$ cat src/spw_tx_pkg.sv
// SpaceWire transmitter definitions
`default_nettype none

package spw_tx_pkg;

	// ------------------------------
	// Character kinds and payloads
	// ------------------------------
	typedef enum logic [2:0]
	{
		KIND_NULL = 3'd0,
		KIND_FCT  = 3'd1,
		KIND_DATA = 3'd2,
		KIND_EOP  = 3'd3,
		KIND_EEP  = 3'd4,
		KIND_TIME = 3'd5
	} char_kind_t;

	// Bit 8 is the control flag, low byte selects EOP (zero) or EEP
	typedef logic [8:0] data_char_t;

	typedef logic [7:0] byte_t;

	// Wide enough to index the longest character
	typedef logic [3:0] bit_count_t;

	// ------------------------------
	// Control codes
	// ------------------------------
	// Bits after the parity bit, leftmost sent first
	localparam logic [2:0] ESC_BITS = 3'b111;
	localparam logic [2:0] FCT_BITS = 3'b100;
	localparam logic [2:0] EOP_BITS = 3'b110;
	localparam logic [2:0] EEP_BITS = 3'b101;

	// Bits on the wire per character kind
	localparam bit_count_t LEN_CTRL = 4'd4;
	localparam bit_count_t LEN_DATA = 4'd10;
	localparam bit_count_t LEN_NULL = 4'd8;
	localparam bit_count_t LEN_TIME = 4'd14;

endpackage

`default_nettype wire

$ cat src/char_if.sv
// Character handoff bus
`timescale 1ns/10ps
`default_nettype none

interface char_if;
	import spw_tx_pkg::*;

	// One-cycle request to start a new character
	logic load;
	char_kind_t kind;
	// Data byte or time value
	byte_t payload;
	// Final bit of the current character is on the wire
	logic last_bit;

	modport scheduler
	(
		output load,
		output kind,
		output payload,
		input last_bit
	);

	modport serializer
	(
		input load,
		input kind,
		input payload,
		output last_bit
	);

endinterface

`default_nettype wire

$ cat src/char_scheduler.sv
// Character priority scheduler
`timescale 1ns/10ps
`default_nettype none

module char_scheduler #(
	parameter int unsigned FCT_PEND_W = 3
)
(
	input logic pclk_tx,
	input logic enable_tx,
	input logic send_null_tx,
	input logic send_fct_tx,
	input logic send_fct_now,
	input spw_tx_pkg::data_char_t tx_data,
	input logic tx_data_valid,
	input spw_tx_pkg::byte_t tx_tcode,
	input logic tx_tcode_valid,
	output logic ready_tx_data,
	output logic ready_tx_timecode,
	char_if.scheduler ch
);
	import spw_tx_pkg::*;

	logic busy;
	logic boundary;
	logic run_mode;
	logic [FCT_PEND_W-1:0] fct_pend;
	logic fct_inc;
	logic fct_dec;
	char_kind_t data_kind;
	char_kind_t sel_kind;
	byte_t sel_payload;
	logic take_tcode;
	logic take_fct;
	logic take_data;

	// ------------------------------
	// Link mode and boundary
	// ------------------------------
	assign run_mode = send_null_tx & send_fct_tx;
	assign boundary = ~busy | ch.last_bit;

	// Mirrors the serializer being loaded
	always_ff @(posedge pclk_tx or negedge enable_tx)
	begin
		if (!enable_tx)
		begin
			busy <= 1'b0;
		end
		else if (ch.load)
		begin
			busy <= 1'b1;
		end
		else if (ch.last_bit)
		begin
			busy <= 1'b0;
		end
	end

	// Control flag set means EOP or EEP
	assign data_kind = tx_data[8] ? ((tx_data[7:0] == 8'd0) ? KIND_EOP : KIND_EEP) : KIND_DATA;

	// ------------------------------
	// Priority selection
	// ------------------------------
	always_comb
	begin
		sel_kind = KIND_NULL;
		sel_payload = '0;
		take_tcode = 1'b0;
		take_fct = 1'b0;
		take_data = 1'b0;
		if (run_mode)
		begin
			if (tx_tcode_valid)
			begin
				sel_kind = KIND_TIME;
				sel_payload = tx_tcode;
				take_tcode = 1'b1;
			end
			else if (fct_pend != '0)
			begin
				sel_kind = KIND_FCT;
				take_fct = 1'b1;
			end
			else if (tx_data_valid)
			begin
				sel_kind = data_kind;
				sel_payload = tx_data[7:0];
				take_data = 1'b1;
			end
		end
	end

	// Nothing leaves while idle
	assign ch.load = boundary & send_null_tx;
	assign ch.kind = sel_kind;
	assign ch.payload = sel_payload;

	assign ready_tx_data = ch.load & take_data;
	assign ready_tx_timecode = ch.load & take_tcode;

	// ------------------------------
	// Pending FCT count
	// ------------------------------
	assign fct_inc = send_fct_now & (fct_pend != '1);
	assign fct_dec = ch.load & take_fct;

	always_ff @(posedge pclk_tx or negedge enable_tx)
	begin
		if (!enable_tx)
		begin
			fct_pend <= '0;
		end
		else if (fct_inc && !fct_dec)
		begin
			fct_pend <= fct_pend + 1'b1;
		end
		else if (fct_dec && !fct_inc)
		begin
			fct_pend <= fct_pend - 1'b1;
		end
	end

endmodule

`default_nettype wire

$ cat src/char_serializer.sv
// Character serializer with data-strobe output
`timescale 1ns/10ps
`default_nettype none

module char_serializer
(
	input logic pclk_tx,
	input logic enable_tx,
	char_if.serializer ch,
	output logic dout,
	output logic sout
);
	import spw_tx_pkg::*;

	logic active;
	bit_count_t remain;
	logic [LEN_TIME-2:0] shreg;
	logic par_prev;
	logic [LEN_TIME-1:0] seq;
	bit_count_t seq_len;
	logic seq_par;
	logic step;
	logic next_bit;

	// Odd parity over previous data bits, this flag and itself
	function automatic logic parity_bit(input logic prev, input logic flag);
		return ~(prev ^ flag);
	endfunction

	// Parity bit first, then the code bits
	function automatic logic [3:0] ctrl_seq(input logic [2:0] code, input logic par);
		return {code[0], code[1], code[2], par};
	endfunction

	// Two bits after the flag count as data
	function automatic logic code_par(input logic [2:0] code);
		return ^code[1:0];
	endfunction

	// ------------------------------
	// Bit sequence, lsb sent first
	// ------------------------------
	always_comb
	begin
		case (ch.kind)
			KIND_FCT:
			begin
				seq = {10'd0, ctrl_seq(FCT_BITS, parity_bit(par_prev, 1'b1))};
				seq_len = LEN_CTRL;
				seq_par = code_par(FCT_BITS);
			end
			KIND_EOP:
			begin
				seq = {10'd0, ctrl_seq(EOP_BITS, parity_bit(par_prev, 1'b1))};
				seq_len = LEN_CTRL;
				seq_par = code_par(EOP_BITS);
			end
			KIND_EEP:
			begin
				seq = {10'd0, ctrl_seq(EEP_BITS, parity_bit(par_prev, 1'b1))};
				seq_len = LEN_CTRL;
				seq_par = code_par(EEP_BITS);
			end
			KIND_DATA:
			begin
				seq = {4'd0, ch.payload, 1'b0, parity_bit(par_prev, 1'b0)};
				seq_len = LEN_DATA;
				seq_par = ^ch.payload;
			end
			KIND_TIME:
			begin
				seq = {ch.payload, 1'b0, parity_bit(code_par(ESC_BITS), 1'b0),
					ctrl_seq(ESC_BITS, parity_bit(par_prev, 1'b1))};
				seq_len = LEN_TIME;
				seq_par = ^ch.payload;
			end
			default:
			begin
				// NULL is ESC followed by FCT
				seq = {6'd0, ctrl_seq(FCT_BITS, parity_bit(code_par(ESC_BITS), 1'b1)),
					ctrl_seq(ESC_BITS, parity_bit(par_prev, 1'b1))};
				seq_len = LEN_NULL;
				seq_par = code_par(FCT_BITS);
			end
		endcase
	end

	assign ch.last_bit = active & (remain == '0);

	// New bit on each load or while bits remain
	assign step = ch.load | (active & (remain != '0));
	assign next_bit = ch.load ? seq[0] : shreg[0];

	// ------------------------------
	// Shift and line registers
	// ------------------------------
	always_ff @(posedge pclk_tx)
	begin
		if (ch.load)
		begin
			shreg <= seq[LEN_TIME-1:1];
		end
		else if (step)
		begin
			shreg <= shreg >> 1;
		end
	end

	always_ff @(posedge pclk_tx or negedge enable_tx)
	begin
		if (!enable_tx)
		begin
			active <= 1'b0;
			remain <= '0;
			par_prev <= 1'b0;
			dout <= 1'b0;
			sout <= 1'b0;
		end
		else
		begin
			if (ch.load)
			begin
				active <= 1'b1;
				remain <= seq_len - 4'd1;
				par_prev <= seq_par;
			end
			else if (step)
			begin
				remain <= remain - 4'd1;
			end
			else
			begin
				active <= 1'b0;
			end
			// Strobe toggles when data repeats
			if (step)
			begin
				dout <= next_bit;
				sout <= (next_bit == dout) ? ~sout : sout;
			end
		end
	end

endmodule

`default_nettype wire

$ cat src/spw_tx.sv
// SpaceWire character transmitter
`timescale 1ns/10ps
`default_nettype none

module spw_tx #(
	parameter int unsigned FCT_PEND_W = 3
)
(
	input logic pclk_tx,
	input logic enable_tx,
	input logic send_null_tx,
	input logic send_fct_tx,
	input logic send_fct_now,
	input spw_tx_pkg::data_char_t tx_data,
	input logic tx_data_valid,
	input spw_tx_pkg::byte_t tx_tcode,
	input logic tx_tcode_valid,
	output logic ready_tx_data,
	output logic ready_tx_timecode,
	output logic dout,
	output logic sout
);

	// Scheduler to serializer handoff
	char_if ch_bus ();

	// ------------------------------
	// Character selection
	// ------------------------------
	char_scheduler #(
		.FCT_PEND_W(FCT_PEND_W)
	) u_scheduler (
		.pclk_tx(pclk_tx),
		.enable_tx(enable_tx),
		.send_null_tx(send_null_tx),
		.send_fct_tx(send_fct_tx),
		.send_fct_now(send_fct_now),
		.tx_data(tx_data),
		.tx_data_valid(tx_data_valid),
		.tx_tcode(tx_tcode),
		.tx_tcode_valid(tx_tcode_valid),
		.ready_tx_data(ready_tx_data),
		.ready_tx_timecode(ready_tx_timecode),
		.ch(ch_bus.scheduler)
	);

	// ------------------------------
	// Serial line
	// ------------------------------
	char_serializer u_serializer (
		.pclk_tx(pclk_tx),
		.enable_tx(enable_tx),
		.ch(ch_bus.serializer),
		.dout(dout),
		.sout(sout)
	);

endmodule

`default_nettype wire

$ cat config.mk
export PLATFORM = sky130hd
export DESIGN_NAME = spw_tx
export DESIGN_NICKNAME = d
export VERILOG_FILES = /design/src/spw_tx_pkg.sv /design/src/char_if.sv /design/src/char_scheduler.sv /design/src/char_serializer.sv /design/src/spw_tx.sv
export SDC_FILE = /design/constraint.sdc
export NUM_CORES = 1
export LEC_CHECK = 0
export BUFFER_PORTS_ARGS = -buffer_cell sky130_fd_sc_hd__buf_2
export CORE_MARGIN = 1.5
export CORE_UTILIZATION = 40
export CTS_BUF_LIST = sky130_fd_sc_hd__clkbuf_4 sky130_fd_sc_hd__clkbuf_8 sky130_fd_sc_hd__clkbuf_16
export DETAILED_ROUTE_END_ITERATION = 10
export PLACE_DENSITY = 0.65
export SKIP_LAST_GASP = 1
export SYNTH_ARGS = -nofsm -noshare
export SYNTH_HDL_FRONTEND = slang
export SYNTH_HIERARCHICAL = 1
export SYNTH_SLANG_ARGS = --single-unit
$ cat constraint.sdc
create_clock -name pclk_tx -period 2.87 [get_ports pclk_tx]
set_clock_uncertainty 0.15 [all_clocks]
set_input_delay 0.287 -clock pclk_tx [delete_from_list [all_inputs] [get_ports pclk_tx]]
set_output_delay 0.287 -clock pclk_tx [all_outputs]
set_load 0.01 [all_outputs]
# Word-level counts from Yosys, hierarchy flattened
# Cells that the tools add are included.
[op_classes]
addsub = 4
eq_ne = 8
n_mux = 33
bitwise = 13
reduce_logical = 16
[op_table]
columns = ["cell", "n"]
rows = [
  ["14-bit case mux with 5 select lines", 1],
  ["8-bit 2-to-1 mux", 4],
  ["13-bit 2-to-1 mux", 2],
  ["3-bit 2-to-1 mux", 8],
  ["1-bit 2-to-1 mux", 14],
  ["4-bit case mux with 3 select lines", 1],
  ["1-bit bitwise AND", 8],
  ["8-bit logical NOT", 1],
  ["4-bit 2-to-1 mux", 2],
  ["8-bit parity", 1],
  ["4-bit by 1-bit subtractor with 4-bit output, second input constant", 2],
  ["3-bit by 2-bit == test with 1-bit output, second input constant", 2],
  ["3-bit == test, second input constant", 2],
  ["2-bit nonzero test", 3],
  ["4-bit logical NOT", 1],
  ["4-bit nonzero test", 1],
  ["2-bit OR reduction", 2],
  ["3-bit by 1-bit adder with 3-bit output, second input constant", 1],
  ["3-bit by 1-bit == test with 1-bit output, second input constant", 1],
  ["3-bit != test, second input constant", 1],
  ["1-bit inverter", 3],
  ["3-bit nonzero test", 1],
  ["3-bit OR reduction", 1],
  ["3-bit by 1-bit subtractor with 3-bit output, second input constant", 1],
  ["other kinds (7)", 10],
]
[totals]
regBits = 25
output_inout_bits = 4

# Longest topological paths before layout
[depth]
depth_word = 12
ltp_mapped = 12
mapped_depth_nobuf = 11

# By module
# Netlist, hierarchy kept.
[modules_own_cells]
columns = ["mod", "n_inst", "cells_per_inst", "area_each_um2", "seq_area_each_um2"]
rows = [
  ["char_serializer", 1, 112, 1179.9, 590.6],
  ["char_scheduler", 1, 44, 400.4, 100.1],
]

# Least setup slack after synthesis
# No wires, ideal clock.
[synth_path]
path_kind = "reg2reg"
startpoint = "register u_scheduler.fct_pend[0]"
endpoint = "register u_serializer.remain[2]"
t_arrival_ps = 2894
required_time_ps = 2637
slack_ps = -257
path_stages_with_launch = 12
path_buffers = 0
period_less_slack_ps = 3127
path_cell_list = "dfrtp_1 or3_4 nor4_4 a21boi_1 nand2b_1 nor2_1 o21ai_0 a21boi_0 ha_1 a21oi_1 a311o_1 o21ai_0"
[synth_via]
elab_chain_len = 9
elab_cells_between_ends = 13
[synth_rtl]
columns = ["element", "line", "source"]
rows = [
  ["start: declaration", "char_scheduler.sv:27", "logic [FCT_PEND_W-1:0] fct_pend;"],
  ["start signal: assignment", "char_scheduler.sv:117", "fct_pend <= fct_pend + 1'b1;"],
  ["start signal: assignment", "char_scheduler.sv:121", "fct_pend <= fct_pend - 1'b1;"],
  ["3-bit nonzero test *", "char_scheduler.sv:81", "else if (fct_pend != '0)"],
  ["3-bit 2-to-1 mux *", "char_scheduler.sv:81", ""],
  ["3-bit 2-to-1 mux *", "char_scheduler.sv:75", "if (tx_tcode_valid)"],
  ["3-bit 2-to-1 mux *", "char_scheduler.sv:73", "if (run_mode)"],
  ["named net ch_bus.kind[1]", "char_if.sv:10", "char_kind_t kind;"],
  ["3-bit by 1-bit == test with 1-bit output (tied with other cells)", "char_serializer.sv:45", "case (ch.kind)"],
  ["3-bit OR reduction (no source line)", "--", ""],
  ["4-bit case mux with 3 select lines *", "char_serializer.sv:45", ""],
  ["4-bit by 1-bit subtractor with 4-bit output *", "char_serializer.sv:124", "remain <= seq_len - 4'd1;"],
  ["4-bit 2-to-1 mux *", "char_serializer.sv:121", "if (ch.load)"],
  ["end signal: assignment", "char_serializer.sv:124", ""],
  ["end signal: assignment", "char_serializer.sv:129", "remain <= remain - 4'd1;"],
  ["end: declaration", "char_serializer.sv:16", "bit_count_t remain;"],
]
# Mark *: on every way through the listed nets, which the timed path passes. The rest lies on a longest branch.
# A chain may end at the register's enable or synchronous reset.

# Final worst setup path
[layout_path]
startpoint = "register u_scheduler.fct_pend[1]"
endpoint = "register u_serializer.remain[2]"
# The elaborated chain is that of the path after synthesis.

==> flow_summary.json <==
{
  "wl_per_cell_um": 13.97,
  "syn_area_mm2": 0.001580,
  "io_pins": 28,
  "grtUsageTotal": 0.1699,
  "cp-start-kind": "flop",
  "p_leak_nw": 0.7692,
  "grt_pass1_wl_um": 5609,
  "core_mm2": 0.003716,
  "area_growth_pct": 19.71,
  "num_rows": 22,
  "slowest_stage": "or3_4",
  "min_period_over_period": 0.9382,
  "cp_data_required_time_ns": 2.92,
  "cp.arrival_ns": 2.74,
  "gp_congestion": 0.8173,
  "setup_viol": 0,
  "slew_viol_final": 0,
  "cts_buffer_depth": 2,
  "cts_sinks": 25,
  "final_area_mm2": 0.001892,
  "synth-edff-count": 13,
  "postRouteAntennaNets": 0,
  "synth_seq_cells": 25,
  "cts_tree": "yes",
  "start_util": 0.4253,
  "gr-total-overflow": 0,
  "cts_root_buffer": "clkbuf_8",
  "path_max_fanout": 4,
  "drc_errors": 0,
  "vias_per_cell": 5.477,
  "tns_ns": 0,
  "dieArea_mm2": 0.004337,
  "hold_violations": 0,
  "via_count": 1298,
  "crit_chain": "or3_4 > nor4_4 > a21boi_4 > nand2b_4 > nor2_1 > o21ai_1 > a21boi_2 > ha_2 > a21oi_1 > a311o_1 > o21ai_0",
  "cp_slowest_stage_delay_ns": 0.44,
  "synthTopCellsByCount": "a21oi_1, edfxtp_1, dfrtp_1, nor2_1, xnor2_1",
  "numCtsBuffers": 3,
  "place_area_mm2": 0.001817,
  "h-tree-depth": 1,
  "path_class": "flop to flop",
  "yosysWarningCount": 6,
  "yosys.area.top_type_share": 0.2470,
  "maxCapViolations": 0,
  "antenna_found_initial": 0,
  "wl_um": 3312,
  "synth_cells": 156,
  "powerDensity_mw_per_mm2": 751.9,
  "clock_latency_ns": 0.27,
  "syn-num-nets": 183,
  "critical_path_buf_inv_count": 0,
  "slew-limit-headroom": 0.7517,
  "drtIter0Drc": 37,
  "io_buffers": 27,
  "fmaxAchievable_ghz": 0.3714,
  "grt_pass1_vias": 1247,
  "async_reset_ff_frac": 0.4800,
  "nets": 217,
  "status": "finished clean",
  "path_clk_slew_ns": 0.09,
  "grt_start_max_net_pins": 27,
  "yosysTopAreaCell": "edfxtp_1",
  "fin_crit_ns": 2.693,
  "die_x_um": 65.86,
  "firstDrtPassIters": 4,
  "min_path_type": "input pin to flop",
  "tightest_slew_ns": 0.3716,
  "synth.area.top_cells": "edfxtp_1, dfrtp_1, xnor2_1, a22o_1, a21oi_1",
  "synth.distinct_cells": 42,
  "synth-seq-area-share": 0.4371,
  "dieHeight_um": 65.86,
  "rsz0062_at_grt": "false",
  "max-vdd-ir-drop_mv": 0.4233,
  "critical_path.top_delay_family": "compound AO/OA/AOI/OAI gates",
  "ys.flop_type": "edfxtp_1",
  "dp.final_hpwl_um": 2580,
  "drive_gt1_frac": 0.2804,
  "end_kind": "flop",
  "diodes": 0,
  "syn_avg_cell_area_um2": 10.13
}
worst reg2reg max path: stages (launching register included):
cell	delay (ns)
dfrtp_1	0.42
or3_4	0.44
nor4_4	0.17
a21boi_4	0.22
nand2b_4	0.15
nor2_1	0.07
o21ai_1	0.17
a21boi_2	0.18
ha_2	0.21
a21oi_1	0.07
a311o_1	0.31
o21ai_0	0.07
cells in the final DEF (no fill, tap or decap), types with 2 or more instances in the layout:
| cell type | Yosys | final |
|---|---|---|
| and3_1 | 6 | 6 |
| or2_2 | 3 | 3 |
| buf_4 | 0 | 9 |
| a221o_1 | 4 | 4 |
| dfrtp_1 | 12 | 12 |
| buf_2 | 2 | 27 |
| a22o_1 | 11 | 11 |
| nor4_1 | 3 | 3 |
| nor3_1 | 2 | 2 |
| inv_1 | 9 | 9 |
| xnor2_1 | 12 | 12 |
| clkbuf_8 | 0 | 3 |
| a31oi_1 | 2 | 2 |
| xor2_1 | 5 | 5 |
| a21oi_1 | 13 | 13 |
| mux2_2 | 2 | 2 |
| nand2_1 | 5 | 5 |
| o21ai_0 | 5 | 4 |
| nand2b_1 | 3 | 2 |
| edfxtp_1 | 13 | 13 |
| nor2_1 | 12 | 12 |
| nor2b_1 | 5 | 5 |
area by class of cell:
cell class                      count  area [um^2]
Fill cell                         345         1824
Multi-Input combinational cell    114        848.3
Sequential cell                    25        690.7
Timing Repair Buffer               37        212.7
Tap cell                           48        60.06
Clock buffer                        3        41.29
Inverter                            9        33.78
Clock inverter                      1        5.005
flip-flops by register name, indices dropped and copies added, names as in the netlist:
signal	flops
u_serializer/sout	1
u_serializer/par_prev	1
u_serializer/remain	4
u_serializer/shreg	13
u_serializer/dout	1
u_scheduler/fct_pend	3
u_scheduler/busy	1
u_serializer/active	1
per-stage QoR:
stage | hold WS (ns) | total power, mW | setup slack (ns) | utilization | std cells
3_5_place_dp | 0.03919 | 1.209 | 0.02047 | 0.4889 | 230
2_1_floorplan | -0.1586 | 1.054 | -0.1010 | - | 156
5_1_grt | 0.1395 | 1.535 | 0.04093 | 0.5091 | 237
6_report | 0.1227 | 1.422 | 0.1773 | 0.5091 | 237
3_3_place_gp | 0.02361 | 1.176 | 0.1176 | 0.4889 | 230
4_1_cts | 0.1215 | 1.424 | 0.001446 | 0.5040 | 235
path summary, 6_finish.rpt:
| check | cells after the start | slack, ns | end | start |
|---|---|---|---|---|
| worst min-delay path | 2 | 0.12 | u_scheduler/busy | send_null_tx |
| worst max register to register | 11 | 0.18 | u_serializer/remain[2] | u_scheduler/fct_pend[1] |
| min in group asynchronous | 2 | 0.27 | u_scheduler/fct_pend[1] | enable_tx |
| worst min register to register | 1 | 0.31 | u_serializer/sout | u_serializer/sout |
| max in group asynchronous | 2 | 2.08 | u_serializer/dout | enable_tx |
| worst max-delay path | 11 | 0.18 | u_serializer/remain[2] | u_scheduler/fct_pend[1] |
logic make-up (layout without fill, tap and decap cells):
group,count (synthesis),after routing,share of synthesized area
adders and majority gates,3,3,0.02850
and+or+nand+nor,47,47,0.1797
xor gates and xnor gates,17,17,0.09422
DFF,25,25,0.4371
muxes,2,2,0.01425
AOI/OAI and AO/OA,45,45,0.2043
buffers and inverters,17,50,0.04196
metal layers:
layer,global-route usage,routed length [um]
met1,0.2181,1502
met4,0.06250,60
met5,0,0
met2,0.2891,1611
met3,0.02555,137
where the power goes:
group	switching [mW]	internal [mW]
logic	0.287	0.280
registers	0.0960	0.552
clock network	0.111	0.0971
total	0.494	0.928
timing repair:
action	in CTS	in global routing
endpoints found under the setup margin	0	2
resized for setup	0	1
endpoints found under the hold margin	12	0
hold buffers	1	0
setup buffers	0	2
No activity file was read; power rests on OpenSTA's default activity.
